**config.mk**
```make
export PLATFORM = sky130hd
export DESIGN_NAME = soc_ctrl_top
export DESIGN_NICKNAME = d
export VERILOG_FILES = /design/src/rtl/soc_apb_pkg.sv /design/src/rtl/pll_cfg_pkg.sv /design/src/rtl/apb_slot_decode.sv /design/src/rtl/pll_cfg_regs.sv /design/src/rtl/core_clk_rst.sv /design/src/rtl/soc_ctrl_top.sv
export SDC_FILE = /design/constraint.sdc
export NUM_CORES = 1
export LEC_CHECK = 0
export ABC_AREA = 1
export BUFFER_PORTS_ARGS = -buffer_cell sky130_fd_sc_hd__buf_2
export CORE_MARGIN = 5
export CORE_UTILIZATION = 55
export DETAILED_ROUTE_END_ITERATION = 10
export PLACE_DENSITY = 0.86
export SLEW_MARGIN = 20
export SYNTH_ARGS = -nofsm -noshare
export SYNTH_HDL_FRONTEND = slang
export SYNTH_SLANG_ARGS = --single-unit
```
**constraint.sdc**
```tcl
create_clock -name dev_clk -period 2.2 [get_ports dev_clk]
set_input_delay 0.44 -clock dev_clk [delete_from_list [all_inputs] [get_ports dev_clk]]
set_output_delay 0.44 -clock dev_clk [all_outputs]
set_load 0.005 [all_outputs]
```
**src/rtl/soc_apb_pkg.sv**
```systemverilog
`default_nettype none

package soc_apb_pkg;

  // device apb bus widths
  localparam int apb_addr_w = 32;
  localparam int apb_data_w = 32;

  // peripheral slot field in paddr, one 4 KiB window per slot
  localparam int slot_lsb = 12;
  localparam int slot_w   = 2;

  // slot codes, code 3 is unused
  localparam logic [slot_w-1:0] slot_spi  = 2'd0;
  localparam logic [slot_w-1:0] slot_uart = 2'd1;
  localparam logic [slot_w-1:0] slot_pll  = 2'd2;

  // word index inside a slot starts at the 32-bit boundary
  localparam int word_lsb = 2;

endpackage

`default_nettype wire

```
**src/rtl/pll_cfg_pkg.sv**
```systemverilog
`default_nettype none

package pll_cfg_pkg;

  // one full pll configuration word
  localparam int pll_cfg_w = 64;

  // word index selecting a half of cfg1 or cfg2
  localparam int pll_word_w = 2;

  // lo halves go through the staging register
  localparam logic [pll_word_w-1:0] word_cfg1_lo = 2'd0;
  localparam logic [pll_word_w-1:0] word_cfg1_hi = 2'd1;
  localparam logic [pll_word_w-1:0] word_cfg2_lo = 2'd2;
  localparam logic [pll_word_w-1:0] word_cfg2_hi = 2'd3;

endpackage

`default_nettype wire

```
**src/rtl/apb_slot_decode.sv**
```systemverilog
`default_nettype none
`timescale 1ns/100ps

module apb_slot_decode (
  input  wire logic [soc_apb_pkg::apb_addr_w-1:0] paddr,
  input  wire logic                               psel,
  input  wire logic                               penable,
  input  wire logic                               pwrite,
  input  wire logic [soc_apb_pkg::apb_data_w-1:0] pwdata,
  input  wire logic [soc_apb_pkg::apb_data_w-1:0] reg_rdata,
  output logic                                    pready,
  output logic                                    pslverr,
  output logic      [soc_apb_pkg::apb_data_w-1:0] prdata,
  output logic                                    reg_wr,
  output logic      [pll_cfg_pkg::pll_word_w-1:0] reg_word,
  output logic      [soc_apb_pkg::apb_data_w-1:0] reg_wdata
);

  import soc_apb_pkg::*;
  import pll_cfg_pkg::*;

  logic [slot_w-1:0] slot;
  logic              access;
  logic              pll_hit;

  assign slot   = paddr[slot_lsb +: slot_w];
  // second cycle of the transfer, zero wait states
  assign access = psel && penable;

  always_comb begin
    case (slot)
      slot_pll: pll_hit = 1'b1;
      // spi, uart and the unused slot are not present in this block
      default:  pll_hit = 1'b0;
    endcase
  end

  assign pready  = access;
  assign pslverr = access && !pll_hit;

  assign reg_wr    = access && pwrite && pll_hit;
  assign reg_word  = paddr[word_lsb +: pll_word_w];
  assign reg_wdata = pwdata;

  // error slots and writes return zero data
  assign prdata = (access && !pwrite && pll_hit) ? reg_rdata : '0;

endmodule

`default_nettype wire

```
**src/rtl/pll_cfg_regs.sv**
```systemverilog
`default_nettype none
`timescale 1ns/100ps

module pll_cfg_regs (
  input  wire logic                                   dev_clk,
  input  wire logic                                   rst_n,
  input  wire logic                                   reg_wr,
  input  wire logic [pll_cfg_pkg::pll_word_w-1:0]     reg_word,
  input  wire logic [pll_cfg_pkg::pll_cfg_w/2-1:0]    reg_wdata,
  output logic      [pll_cfg_pkg::pll_cfg_w/2-1:0]    reg_rdata,
  output logic      [pll_cfg_pkg::pll_cfg_w-1:0]      pll_cfg_1,
  output logic      [pll_cfg_pkg::pll_cfg_w-1:0]      pll_cfg_2,
  output logic                                        pll_cfg_ctr
);

  import pll_cfg_pkg::*;

  // low half waiting for its hi write
  logic [pll_cfg_w/2-1:0] pll_stage;

  always_ff @(posedge dev_clk or negedge rst_n) begin
    if (!rst_n) begin
      pll_stage <= '0;
      pll_cfg_1 <= '0;
      pll_cfg_2 <= '0;
    end else if (reg_wr) begin
      case (reg_word)
        word_cfg1_lo: pll_stage <= reg_wdata;
        word_cfg1_hi: pll_cfg_1 <= {reg_wdata, pll_stage};
        word_cfg2_lo: pll_stage <= reg_wdata;
        word_cfg2_hi: pll_cfg_2 <= {reg_wdata, pll_stage};
        default: ;
      endcase
    end
  end

  // config valid once both words are programmed
  always_ff @(posedge dev_clk or negedge rst_n) begin
    if (!rst_n) begin
      pll_cfg_ctr <= 1'b0;
    end else begin
      pll_cfg_ctr <= (pll_cfg_1 != '0) && (pll_cfg_2 != '0);
    end
  end

  // readback of the live words, never the staging value
  always_comb begin
    case (reg_word)
      word_cfg1_lo: reg_rdata = pll_cfg_1[pll_cfg_w/2-1:0];
      word_cfg1_hi: reg_rdata = pll_cfg_1[pll_cfg_w-1:pll_cfg_w/2];
      word_cfg2_lo: reg_rdata = pll_cfg_2[pll_cfg_w/2-1:0];
      word_cfg2_hi: reg_rdata = pll_cfg_2[pll_cfg_w-1:pll_cfg_w/2];
      default:      reg_rdata = '0;
    endcase
  end

endmodule

`default_nettype wire

```
**src/rtl/core_clk_rst.sv**
```systemverilog
`default_nettype none
`timescale 1ns/100ps

module core_clk_rst (
  input  wire logic dev_clk,
  input  wire logic rst_n,
  output logic      core_rst_n,
  output logic      core_clk_out
);

  logic       rst_s1;
  logic       rst_s2;
  logic [1:0] div_cnt;

  // async assert, release on the third edge
  always_ff @(posedge dev_clk or negedge rst_n) begin
    if (!rst_n) begin
      rst_s1     <= 1'b0;
      rst_s2     <= 1'b0;
      core_rst_n <= 1'b0;
    end else begin
      rst_s1     <= 1'b1;
      rst_s2     <= rst_s1;
      core_rst_n <= rst_s2;
    end
  end

  // core clock is dev_clk here, monitor at div 8
  always_ff @(posedge dev_clk or negedge rst_n) begin
    if (!rst_n) begin
      div_cnt      <= 2'd0;
      core_clk_out <= 1'b0;
    end else begin
      div_cnt <= div_cnt + 2'd1;
      if (div_cnt == 2'd3) begin
        core_clk_out <= ~core_clk_out;
      end
    end
  end

endmodule

`default_nettype wire

```
**src/rtl/soc_ctrl_top.sv**
```systemverilog
`default_nettype none
`timescale 1ns/100ps

module soc_ctrl_top (
  input  wire logic                               dev_clk,
  input  wire logic                               rst_n,
  input  wire logic [soc_apb_pkg::apb_addr_w-1:0] paddr,
  input  wire logic                               psel,
  input  wire logic                               penable,
  input  wire logic                               pwrite,
  input  wire logic [soc_apb_pkg::apb_data_w-1:0] pwdata,
  output wire logic                               pready,
  output wire logic [soc_apb_pkg::apb_data_w-1:0] prdata,
  output wire logic                               pslverr,
  output wire logic [pll_cfg_pkg::pll_cfg_w-1:0]  pll_cfg_1,
  output wire logic [pll_cfg_pkg::pll_cfg_w-1:0]  pll_cfg_2,
  output wire logic                               pll_cfg_ctr,
  output wire logic                               core_rst_n,
  output wire logic                               core_clk_out
);

  import soc_apb_pkg::*;
  import pll_cfg_pkg::*;

  // register access from the pll slot
  wire logic                  reg_wr;
  wire logic [pll_word_w-1:0] reg_word;
  wire logic [apb_data_w-1:0] reg_wdata;
  wire logic [apb_data_w-1:0] reg_rdata;

  apb_slot_decode u_decode (
    .paddr     (paddr),
    .psel      (psel),
    .penable   (penable),
    .pwrite    (pwrite),
    .pwdata    (pwdata),
    .reg_rdata (reg_rdata),
    .pready    (pready),
    .pslverr   (pslverr),
    .prdata    (prdata),
    .reg_wr    (reg_wr),
    .reg_word  (reg_word),
    .reg_wdata (reg_wdata)
  );

  pll_cfg_regs u_pll_regs (
    .dev_clk     (dev_clk),
    .rst_n       (rst_n),
    .reg_wr      (reg_wr),
    .reg_word    (reg_word),
    .reg_wdata   (reg_wdata),
    .reg_rdata   (reg_rdata),
    .pll_cfg_1   (pll_cfg_1),
    .pll_cfg_2   (pll_cfg_2),
    .pll_cfg_ctr (pll_cfg_ctr)
  );

  core_clk_rst u_clk_rst (
    .dev_clk      (dev_clk),
    .rst_n        (rst_n),
    .core_rst_n   (core_rst_n),
    .core_clk_out (core_clk_out)
  );

endmodule

`default_nettype wire

```
==> flow_results.xml, run 1 <==
<?xml version="1.0" encoding="UTF-8"?>
<metrics>
  <group name="outcome">
    <metric name="outcome" unit="">finished, final reports clean</metric>
  </group>
  <group name="power_and_ir_drop">
    <metric name="cellPowerDensity" unit="mW/mm²">872</metric>
    <metric name="power.static_leakage" unit="nW">4.84</metric>
    <metric name="power.ir.vdd_worst" unit="mV">0.621</metric>
  </group>
  <group name="finish">
    <metric name="post_route_cells_drive_above_1_share" unit="">0.239</metric>
    <metric name="final_cell_area_excluding_filler_cells" unit="mm²">0.00934</metric>
    <metric name="area.growth.synth_to_final" unit="%">24.6</metric>
    <metric name="antenna_cells_inserted" unit="">0</metric>
    <metric name="fin_cells" unit="">1298</metric>
    <metric name="layout.nets" unit="">1179</metric>
    <metric name="final_core_utilization" unit="">0.703</metric>
  </group>
  <group name="floorplanning">
    <metric name="dieArea" unit="mm²">0.0161</metric>
    <metric name="floorplan.die.width" unit="µm">127</metric>
    <metric name="core.rowCount" unit="">42</metric>
    <metric name="initial_core_util" unit="">0.564</metric>
    <metric name="top_level_ports" unit="">234</metric>
    <metric name="dieHeight" unit="µm">127</metric>
    <metric name="fp.coreArea" unit="mm²">0.0133</metric>
  </group>
  <group name="sta">
    <metric name="rsz0062_at_grt" unit="">false</metric>
    <metric name="timing.final.crit_period" unit="ns">2.01</metric>
    <metric name="peak_clock_frequency_supported_by_timing" unit="GHz">0.497</metric>
    <metric name="report.final.slew_viol_count" unit="">0</metric>
    <metric name="finalSetupTns" unit="ns">0</metric>
    <metric name="finalSetupViolCount" unit="">0</metric>
    <metric name="worst_skew" unit="ns">0.00898</metric>
    <metric name="hold_violation_count_in_the_final_report" unit="">0</metric>
    <metric name="final.period_utilization" unit="">0.915</metric>
  </group>
  <group name="logic_synthesis">
    <metric name="netlist_instances" unit="">911</metric>
    <metric name="synth_sequential_area_ratio" unit="">0.557</metric>
    <metric name="postSynthAreaPerCell" unit="µm²">8.23</metric>
    <metric name="nets_in_the_synthesized_netlist" unit="">981</metric>
    <metric name="synth_area" unit="mm²">0.00750</metric>
    <metric name="register_bit_total_from_synthesis" unit="">167</metric>
    <metric name="synth.distinct_cells" unit="">19</metric>
    <metric name="yosys_warnings" unit="">0</metric>
  </group>
  <group name="worst_setup_path">
    <metric name="cp.arrival" unit="ns">1.57</metric>
    <metric name="critical_path.max_fanout" unit="">19</metric>
    <metric name="worst_ep_required_time" unit="ns">1.76</metric>
    <metric name="critical_path_class" unit="">in2out</metric>
    <metric name="setup.worst_path.start_class" unit="">input pin</metric>
    <metric name="timing.critical_path.to_type" unit="">primary output</metric>
  </group>
  <group name="clock_network">
    <metric name="cts_buffers" unit="">17</metric>
    <metric name="clkSlewWorstSetupHoldPaths" unit="ns">0.06</metric>
    <metric name="clock_tree_from_tritoncts" unit="">built</metric>
    <metric name="clk_path_buf_depth" unit="">2</metric>
    <metric name="tritoncts_num_sinks" unit="">167</metric>
    <metric name="cts.repair.resized" unit="">0</metric>
    <metric name="cts_root_buf" unit="">clkbuf_16</metric>
    <metric name="htreeDepth" unit="">4</metric>
    <metric name="clk-insertion-delay-late" unit="ns">0.42</metric>
  </group>
  <group name="routing">
    <metric name="wl_per_cell" unit="µm">16.0</metric>
    <metric name="detailed_route_via_count" unit="">7077</metric>
    <metric name="detailedRoute.firstPassIterationCount" unit="">5</metric>
    <metric name="drt.antenna.violating_nets" unit="">0</metric>
    <metric name="route.final.wire_length" unit="µm">20800</metric>
    <metric name="dr.first_iter.drc_count" unit="">662</metric>
    <metric name="drt-vias-per-instance" unit="">5.45</metric>
    <metric name="drc_errors" unit="">0</metric>
  </group>
  <group name="placed_design">
    <metric name="dp_hpwl" unit="µm">14400</metric>
    <metric name="port_buffers" unit="">205</metric>
    <metric name="number_of_cells_after_detailed_placement" unit="">1265</metric>
    <metric name="place_congestion" unit="">0.832</metric>
    <metric name="placed_area" unit="mm²">0.00871</metric>
  </group>
  <group name="hold_path">
    <metric name="min-delay-path-class" unit="">in2reg</metric>
  </group>
  <group name="global_routing">
    <metric name="grt_pass1_vias" unit="">6739</metric>
    <metric name="grt.overflow.total" unit="">0</metric>
    <metric name="global_route_wire_length_before_repair" unit="µm">33900</metric>
    <metric name="grt_start_max_net_pins" unit="">84</metric>
    <metric name="grt_util_all_layers" unit="">0.263</metric>
    <metric name="initial_antenna_violation_count" unit="">0</metric>
  </group>
  <group name="job">
    <metric name="cap_violations" unit="">0</metric>
  </group>
</metrics>
==> cell usage after synthesis (all sizes together) <==
cell,n,area share
ha,1,0.0017
dfrtp,167,0.56
a41oi,32,0.037
xor2,1,0.0012
inv,72,0.036
conb,1,0.00050
nor2,90,0.047
buf,39,0.038
nand2,337,0.17
o21ai,160,0.11
clkbuf,10,0.0050
nand3,1,0.00067
==> path summary, 6_finish.rpt <==
kind / from / endpoint / slack [ns] / depth (start not counted)
worst max-delay path: paddr[3] / prdata[26] / 0.19 / 7
worst min-delay path: pwdata[9] / u_pll_regs.pll_cfg_2[41] / 0.29 / 3
worst min register to register: u_clk_rst.rst_s1 / u_clk_rst.rst_s2 / 0.35 / 0
min in group asynchronous: rst_n / u_clk_rst.core_clk_out / 0.53 / 2
worst max register to register: u_pll_regs.pll_cfg_2[49] / u_pll_regs.pll_cfg_ctr / 0.93 / 8
max in group asynchronous: rst_n / u_pll_regs.pll_cfg_2[18] / 0.95 / 3
==> per-layer routing <==
metal / vias up / global-route usage / part of all wire / wire [µm]
li1: 3318 / - / - / -
met1: 3361 / 0.346 / 0.40 / 8330
met2: 342 / 0.425 / 0.49 / 10200
met3: 56 / 0.0546 / 0.078 / 1620
met4: 0 / 0.114 / 0.028 / 588
met5: - / 0 / 0 / 0
==> per-stage QoR <==
| stage | hold WS, ns | worst slack [ns] | total power, mW |
|---|---|---|---|
| 4_1_cts | 0.277 | 0.184 | 8.17 |
| 2_1_floorplan | 0.144 | 0.639 | 4.42 |
| 5_1_grt | 0.295 | 0.0866 | 8.53 |
| 3_3_place_gp | 0.333 | 0.218 | 5.00 |
| 3_5_place_dp | 0.335 | 0.204 | 5.05 |
| 6_report | 0.289 | 0.186 | 8.15 |
==> critical path, stage by stage <==
cell and delay [ns]:
buf_2 0.14, nand2_1 0.08, inv_2 0.19, buf_12 0.21, nand2_1 0.08, a41oi_1 0.26
buf_2 0.16
==> cells in the final DEF, fill, tap and decap left out, types with 3 or more instances in the layout <==
master | Yosys | layout
nand2_1 | 336 | 334
buf_2 | 23 | 204
dfrtp_1 | 167 | 167
o21ai_1 | 135 | 135
nor2_1 | 87 | 85
inv_1 | 69 | 69
a41oi_1 | 32 | 32
o21ai_0 | 25 | 25
clkbuf_16 | 0 | 17
buf_4 | 3 | 15
buf_12 | 0 | 7
clkinvlp_4 | 0 | 5
bufinv_16 | 0 | 4
inv_2 | 3 | 3
nor2_2 | 2 | 3
==> power by group <==
group	internal, mW	switching [mW]
registers	3.43	0.343
clock network	1.93	1.20
logic	0.530	0.726
==> sequential cells by signal, indices dropped and copies added (netlist names) <==
signal,cells
u_clk_rst.core_clk_out,1
u_clk_rst.div_cnt,2
u_pll_regs.pll_cfg_ctr,1
u_clk_rst.rst_s1,1
u_clk_rst.core_rst_n,1
u_pll_regs.pll_cfg_1,64
u_clk_rst.rst_s2,1
u_pll_regs.pll_cfg_2,64
u_pll_regs.pll_stage,32
==> cells by family after synthesis <==
kind of cell	synth area share
buf+inv	0.0789
fa+ha+maj	0.00167
compound gates	0.144
xor+xnor	0.00117
simple gates	0.216
other cells	0.000500
flops	0.557
==> timing repair <==
item | CTS | global route
hold buffers | 1 | 0
setup buffers | 0 | 0
endpoints found under the hold margin | 47 | 0
==> area by class of cell <==
type                    count  area [µm²]
clock buffers              20         447
inverters                  72         270
flip-flops and latches    167        4180
clock inverters            12         176
well taps                 176         220
repair buffers            228        1290
multi-input cells         623        2750
fillers                  1014        3950
(Power assumes the default switching activity.)
==> inputs of run 2 (changes only) <==
CORE_UTILIZATION = 51   (was 55)
PLACE_DENSITY = 0.81   (was 0.86)
clock period = 2.3 ns   (was 2.2 ns; I/O delays follow)
==> flow_results.xml, run 2 (same netlist as run 1, synthesis figures left out) <==
<?xml version="1.0" encoding="UTF-8"?>
<metrics>
  <group name="placed_design">
    <metric name="place_congestion" unit="">0.778</metric>
    <metric name="dp_hpwl" unit="µm">13200</metric>
    <metric name="number_of_cells_after_detailed_placement" unit="">1266</metric>
    <metric name="port_buffers" unit="">205</metric>
    <metric name="dp_worst_setup_slack" unit="ns">0.391</metric>
  </group>
  <group name="sta">
    <metric name="timing.final.crit_period" unit="ns">1.90</metric>
    <metric name="setup_slack" unit="ns">0.395</metric>
    <metric name="hold_violation_count_in_the_final_report" unit="">0</metric>
    <metric name="slew-limit-headroom" unit="">0.579</metric>
    <metric name="fin_hold_ws" unit="ns">0.312</metric>
    <metric name="rsz0062_at_grt" unit="">false</metric>
    <metric name="worst_skew" unit="ns">0.00777</metric>
    <metric name="report.final.slew_viol_count" unit="">0</metric>
    <metric name="final.period_utilization" unit="">0.828</metric>
    <metric name="finalSetupTns" unit="ns">0</metric>
    <metric name="worst-slew-pin-transition" unit="ns">0.631</metric>
    <metric name="finalSetupViolCount" unit="">0</metric>
    <metric name="peak_clock_frequency_supported_by_timing" unit="GHz">0.525</metric>
  </group>
  <group name="worst_setup_path">
    <metric name="critical_path_class" unit="">in2out</metric>
    <metric name="setup.worst_path.start_class" unit="">input pin</metric>
    <metric name="worst_ep_required_time" unit="ns">1.84</metric>
    <metric name="timing.critical_path.to_type" unit="">primary output</metric>
    <metric name="critical_path.max_fanout" unit="">18</metric>
    <metric name="rr_worst_depth" unit="">8</metric>
    <metric name="cp.arrival" unit="ns">1.44</metric>
  </group>
  <group name="routing">
    <metric name="drt-vias-per-instance" unit="">5.21</metric>
    <metric name="drt.antenna.violating_nets" unit="">0</metric>
    <metric name="detailed_route_via_count" unit="">6778</metric>
    <metric name="wl_per_cell" unit="µm">15.0</metric>
    <metric name="detailedRoute.firstPassIterationCount" unit="">5</metric>
    <metric name="route.final.wire_length" unit="µm">19500</metric>
    <metric name="drc_errors" unit="">0</metric>
    <metric name="dr.first_iter.drc_count" unit="">616</metric>
  </group>
  <group name="power_and_ir_drop">
    <metric name="power.ir.vdd_worst" unit="mV">0.490</metric>
    <metric name="report.power.total" unit="mW">7.48</metric>
    <metric name="cellPowerDensity" unit="mW/mm²">807</metric>
    <metric name="power.static_leakage" unit="nW">4.78</metric>
  </group>
  <group name="clock_network">
    <metric name="clk_path_buf_depth" unit="">2</metric>
    <metric name="clk-insertion-delay-late" unit="ns">0.42</metric>
    <metric name="htreeDepth" unit="">4</metric>
    <metric name="tritoncts_num_sinks" unit="">167</metric>
    <metric name="cts_root_buf" unit="">clkbuf_16</metric>
    <metric name="cts_buffers" unit="">17</metric>
    <metric name="clkSlewWorstSetupHoldPaths" unit="ns">0.06</metric>
    <metric name="clock_tree_from_tritoncts" unit="">built</metric>
  </group>
  <group name="outcome">
    <metric name="outcome" unit="">finished, final reports clean</metric>
  </group>
  <group name="job">
    <metric name="cap_violations" unit="">0</metric>
  </group>
  <group name="global_routing">
    <metric name="grt_pass1_vias" unit="">6563</metric>
    <metric name="global_route_wire_length_before_repair" unit="µm">32800</metric>
    <metric name="grt_start_max_net_pins" unit="">129</metric>
    <metric name="grt_util_all_layers" unit="">0.228</metric>
    <metric name="initial_antenna_violation_count" unit="">1</metric>
    <metric name="grt.overflow.total" unit="">0</metric>
  </group>
  <group name="finish">
    <metric name="layout.cells.most_common" unit="">nand2_1</metric>
    <metric name="largestRegisters" unit="">u_pll_regs.pll_cfg_1: 64 flops, u_pll_regs.pll_cfg_2: 64 flops, u_pll_regs.pll_stage: 32 flops</metric>
    <metric name="post_route_cells_drive_above_1_share" unit="">0.237</metric>
    <metric name="layout.nets" unit="">1172</metric>
    <metric name="most-common-layout-cells" unit="">334 x nand2_1, 204 x buf_2, 167 x dfrtp_1, 135 x o21ai_1, 85 x nor2_1</metric>
    <metric name="fin_cells" unit="">1300</metric>
    <metric name="area.growth.synth_to_final" unit="%">23.4</metric>
  </group>
  <group name="hold_path">
    <metric name="hold-path-cell-count" unit="">3</metric>
    <metric name="min-delay-path-class" unit="">in2reg</metric>
  </group>
  <group name="floorplanning">
    <metric name="floorplan.die.width" unit="µm">131</metric>
    <metric name="core.rowCount" unit="">44</metric>
    <metric name="dieHeight" unit="µm">131</metric>
    <metric name="top_level_ports" unit="">234</metric>
    <metric name="initial_core_util" unit="">0.518</metric>
    <metric name="dieArea" unit="mm²">0.0172</metric>
    <metric name="fp.coreArea" unit="mm²">0.0145</metric>
  </group>
</metrics>
-- run 2: cell types whose count changed in the layout (fill, tap and decap cells not counted), sizes merged, moves of 2 or more --
cell | before | now
buf | 227 | 220
inv | 72 | 77
bufinv | 4 | 1
clkbuf | 20 | 17
clkinv | 3 | 5
-- run 2: final timing paths --
| path | startpoint | endpoint | slack [ns] |
|---|---|---|---|
| setup reg to reg | u_pll_regs.pll_cfg_2[63] | u_pll_regs.pll_cfg_ctr | 1.02 |
| min in group asynchronous | rst_n | u_pll_regs.pll_stage[25] | 0.51 |
| max in group asynchronous | rst_n | u_pll_regs.pll_cfg_1[2] | 1.13 |
| hold reg to reg | u_clk_rst.rst_s1 | u_clk_rst.rst_s2 | 0.35 |
| setup / recovery | paddr[12] | prdata[0] | 0.40 |
| hold / removal | pwdata[11] | u_pll_regs.pll_cfg_1[43] | 0.31 |
-- run 2: cell type report --
cell class / instances / area (µm²)
Timing Repair Buffer: 221 / 1240
Clock buffer: 17 / 425
Inverter: 72 / 270
Fill cell: 1251 / 5220
Clock inverter: 15 / 144
Sequential cell: 167 / 4180
Tap cell: 184 / 230
Multi-Input combinational cell: 623 / 2760
Antenna cell: 1 / 2.50
-- run 2: through the flow --
stage,util,instance area (µm²)
floorplan,-,7500
global placement,0.599,8680
detailed placement,0.599,8680
CTS,0.639,9260
global route,0.639,9260
finish,0.639,9260
-- run 2: metal layers --
metal / track usage / share of wire / up-vias
met3: 0.0547 / 0.067 / 21
met2: 0.361 / 0.48 / 227
met4: 0.0669 / 0.013 / 0
li1: - / - / 3309
met1: 0.315 / 0.44 / 3221
met5: 0 / 0 / -
-- run 2: worst max-delay path, stage by stage --
cell	delay, ns
buf_2	0.11
nor2_4	0.20
nand3_2	0.09
buf_4	0.23
a41oi_1	0.19
buf_2	0.16
-- run 2: power by group --
| group | internal (mW) | switching [mW] | total, mW |
|---|---|---|---|
| combinational | 0.505 | 0.673 | 1.18 |
| sequential | 3.28 | 0.314 | 3.59 |
| clock | 1.51 | 1.20 | 2.71 |
| total | 5.29 | 2.19 | 7.48 |
-- run 2: what timing repair did --
action,in CTS,in global routing
hold buffers,1,0
gates resized for setup,0,0
buffers inserted,0,0
endpoints found under the hold margin,42,0
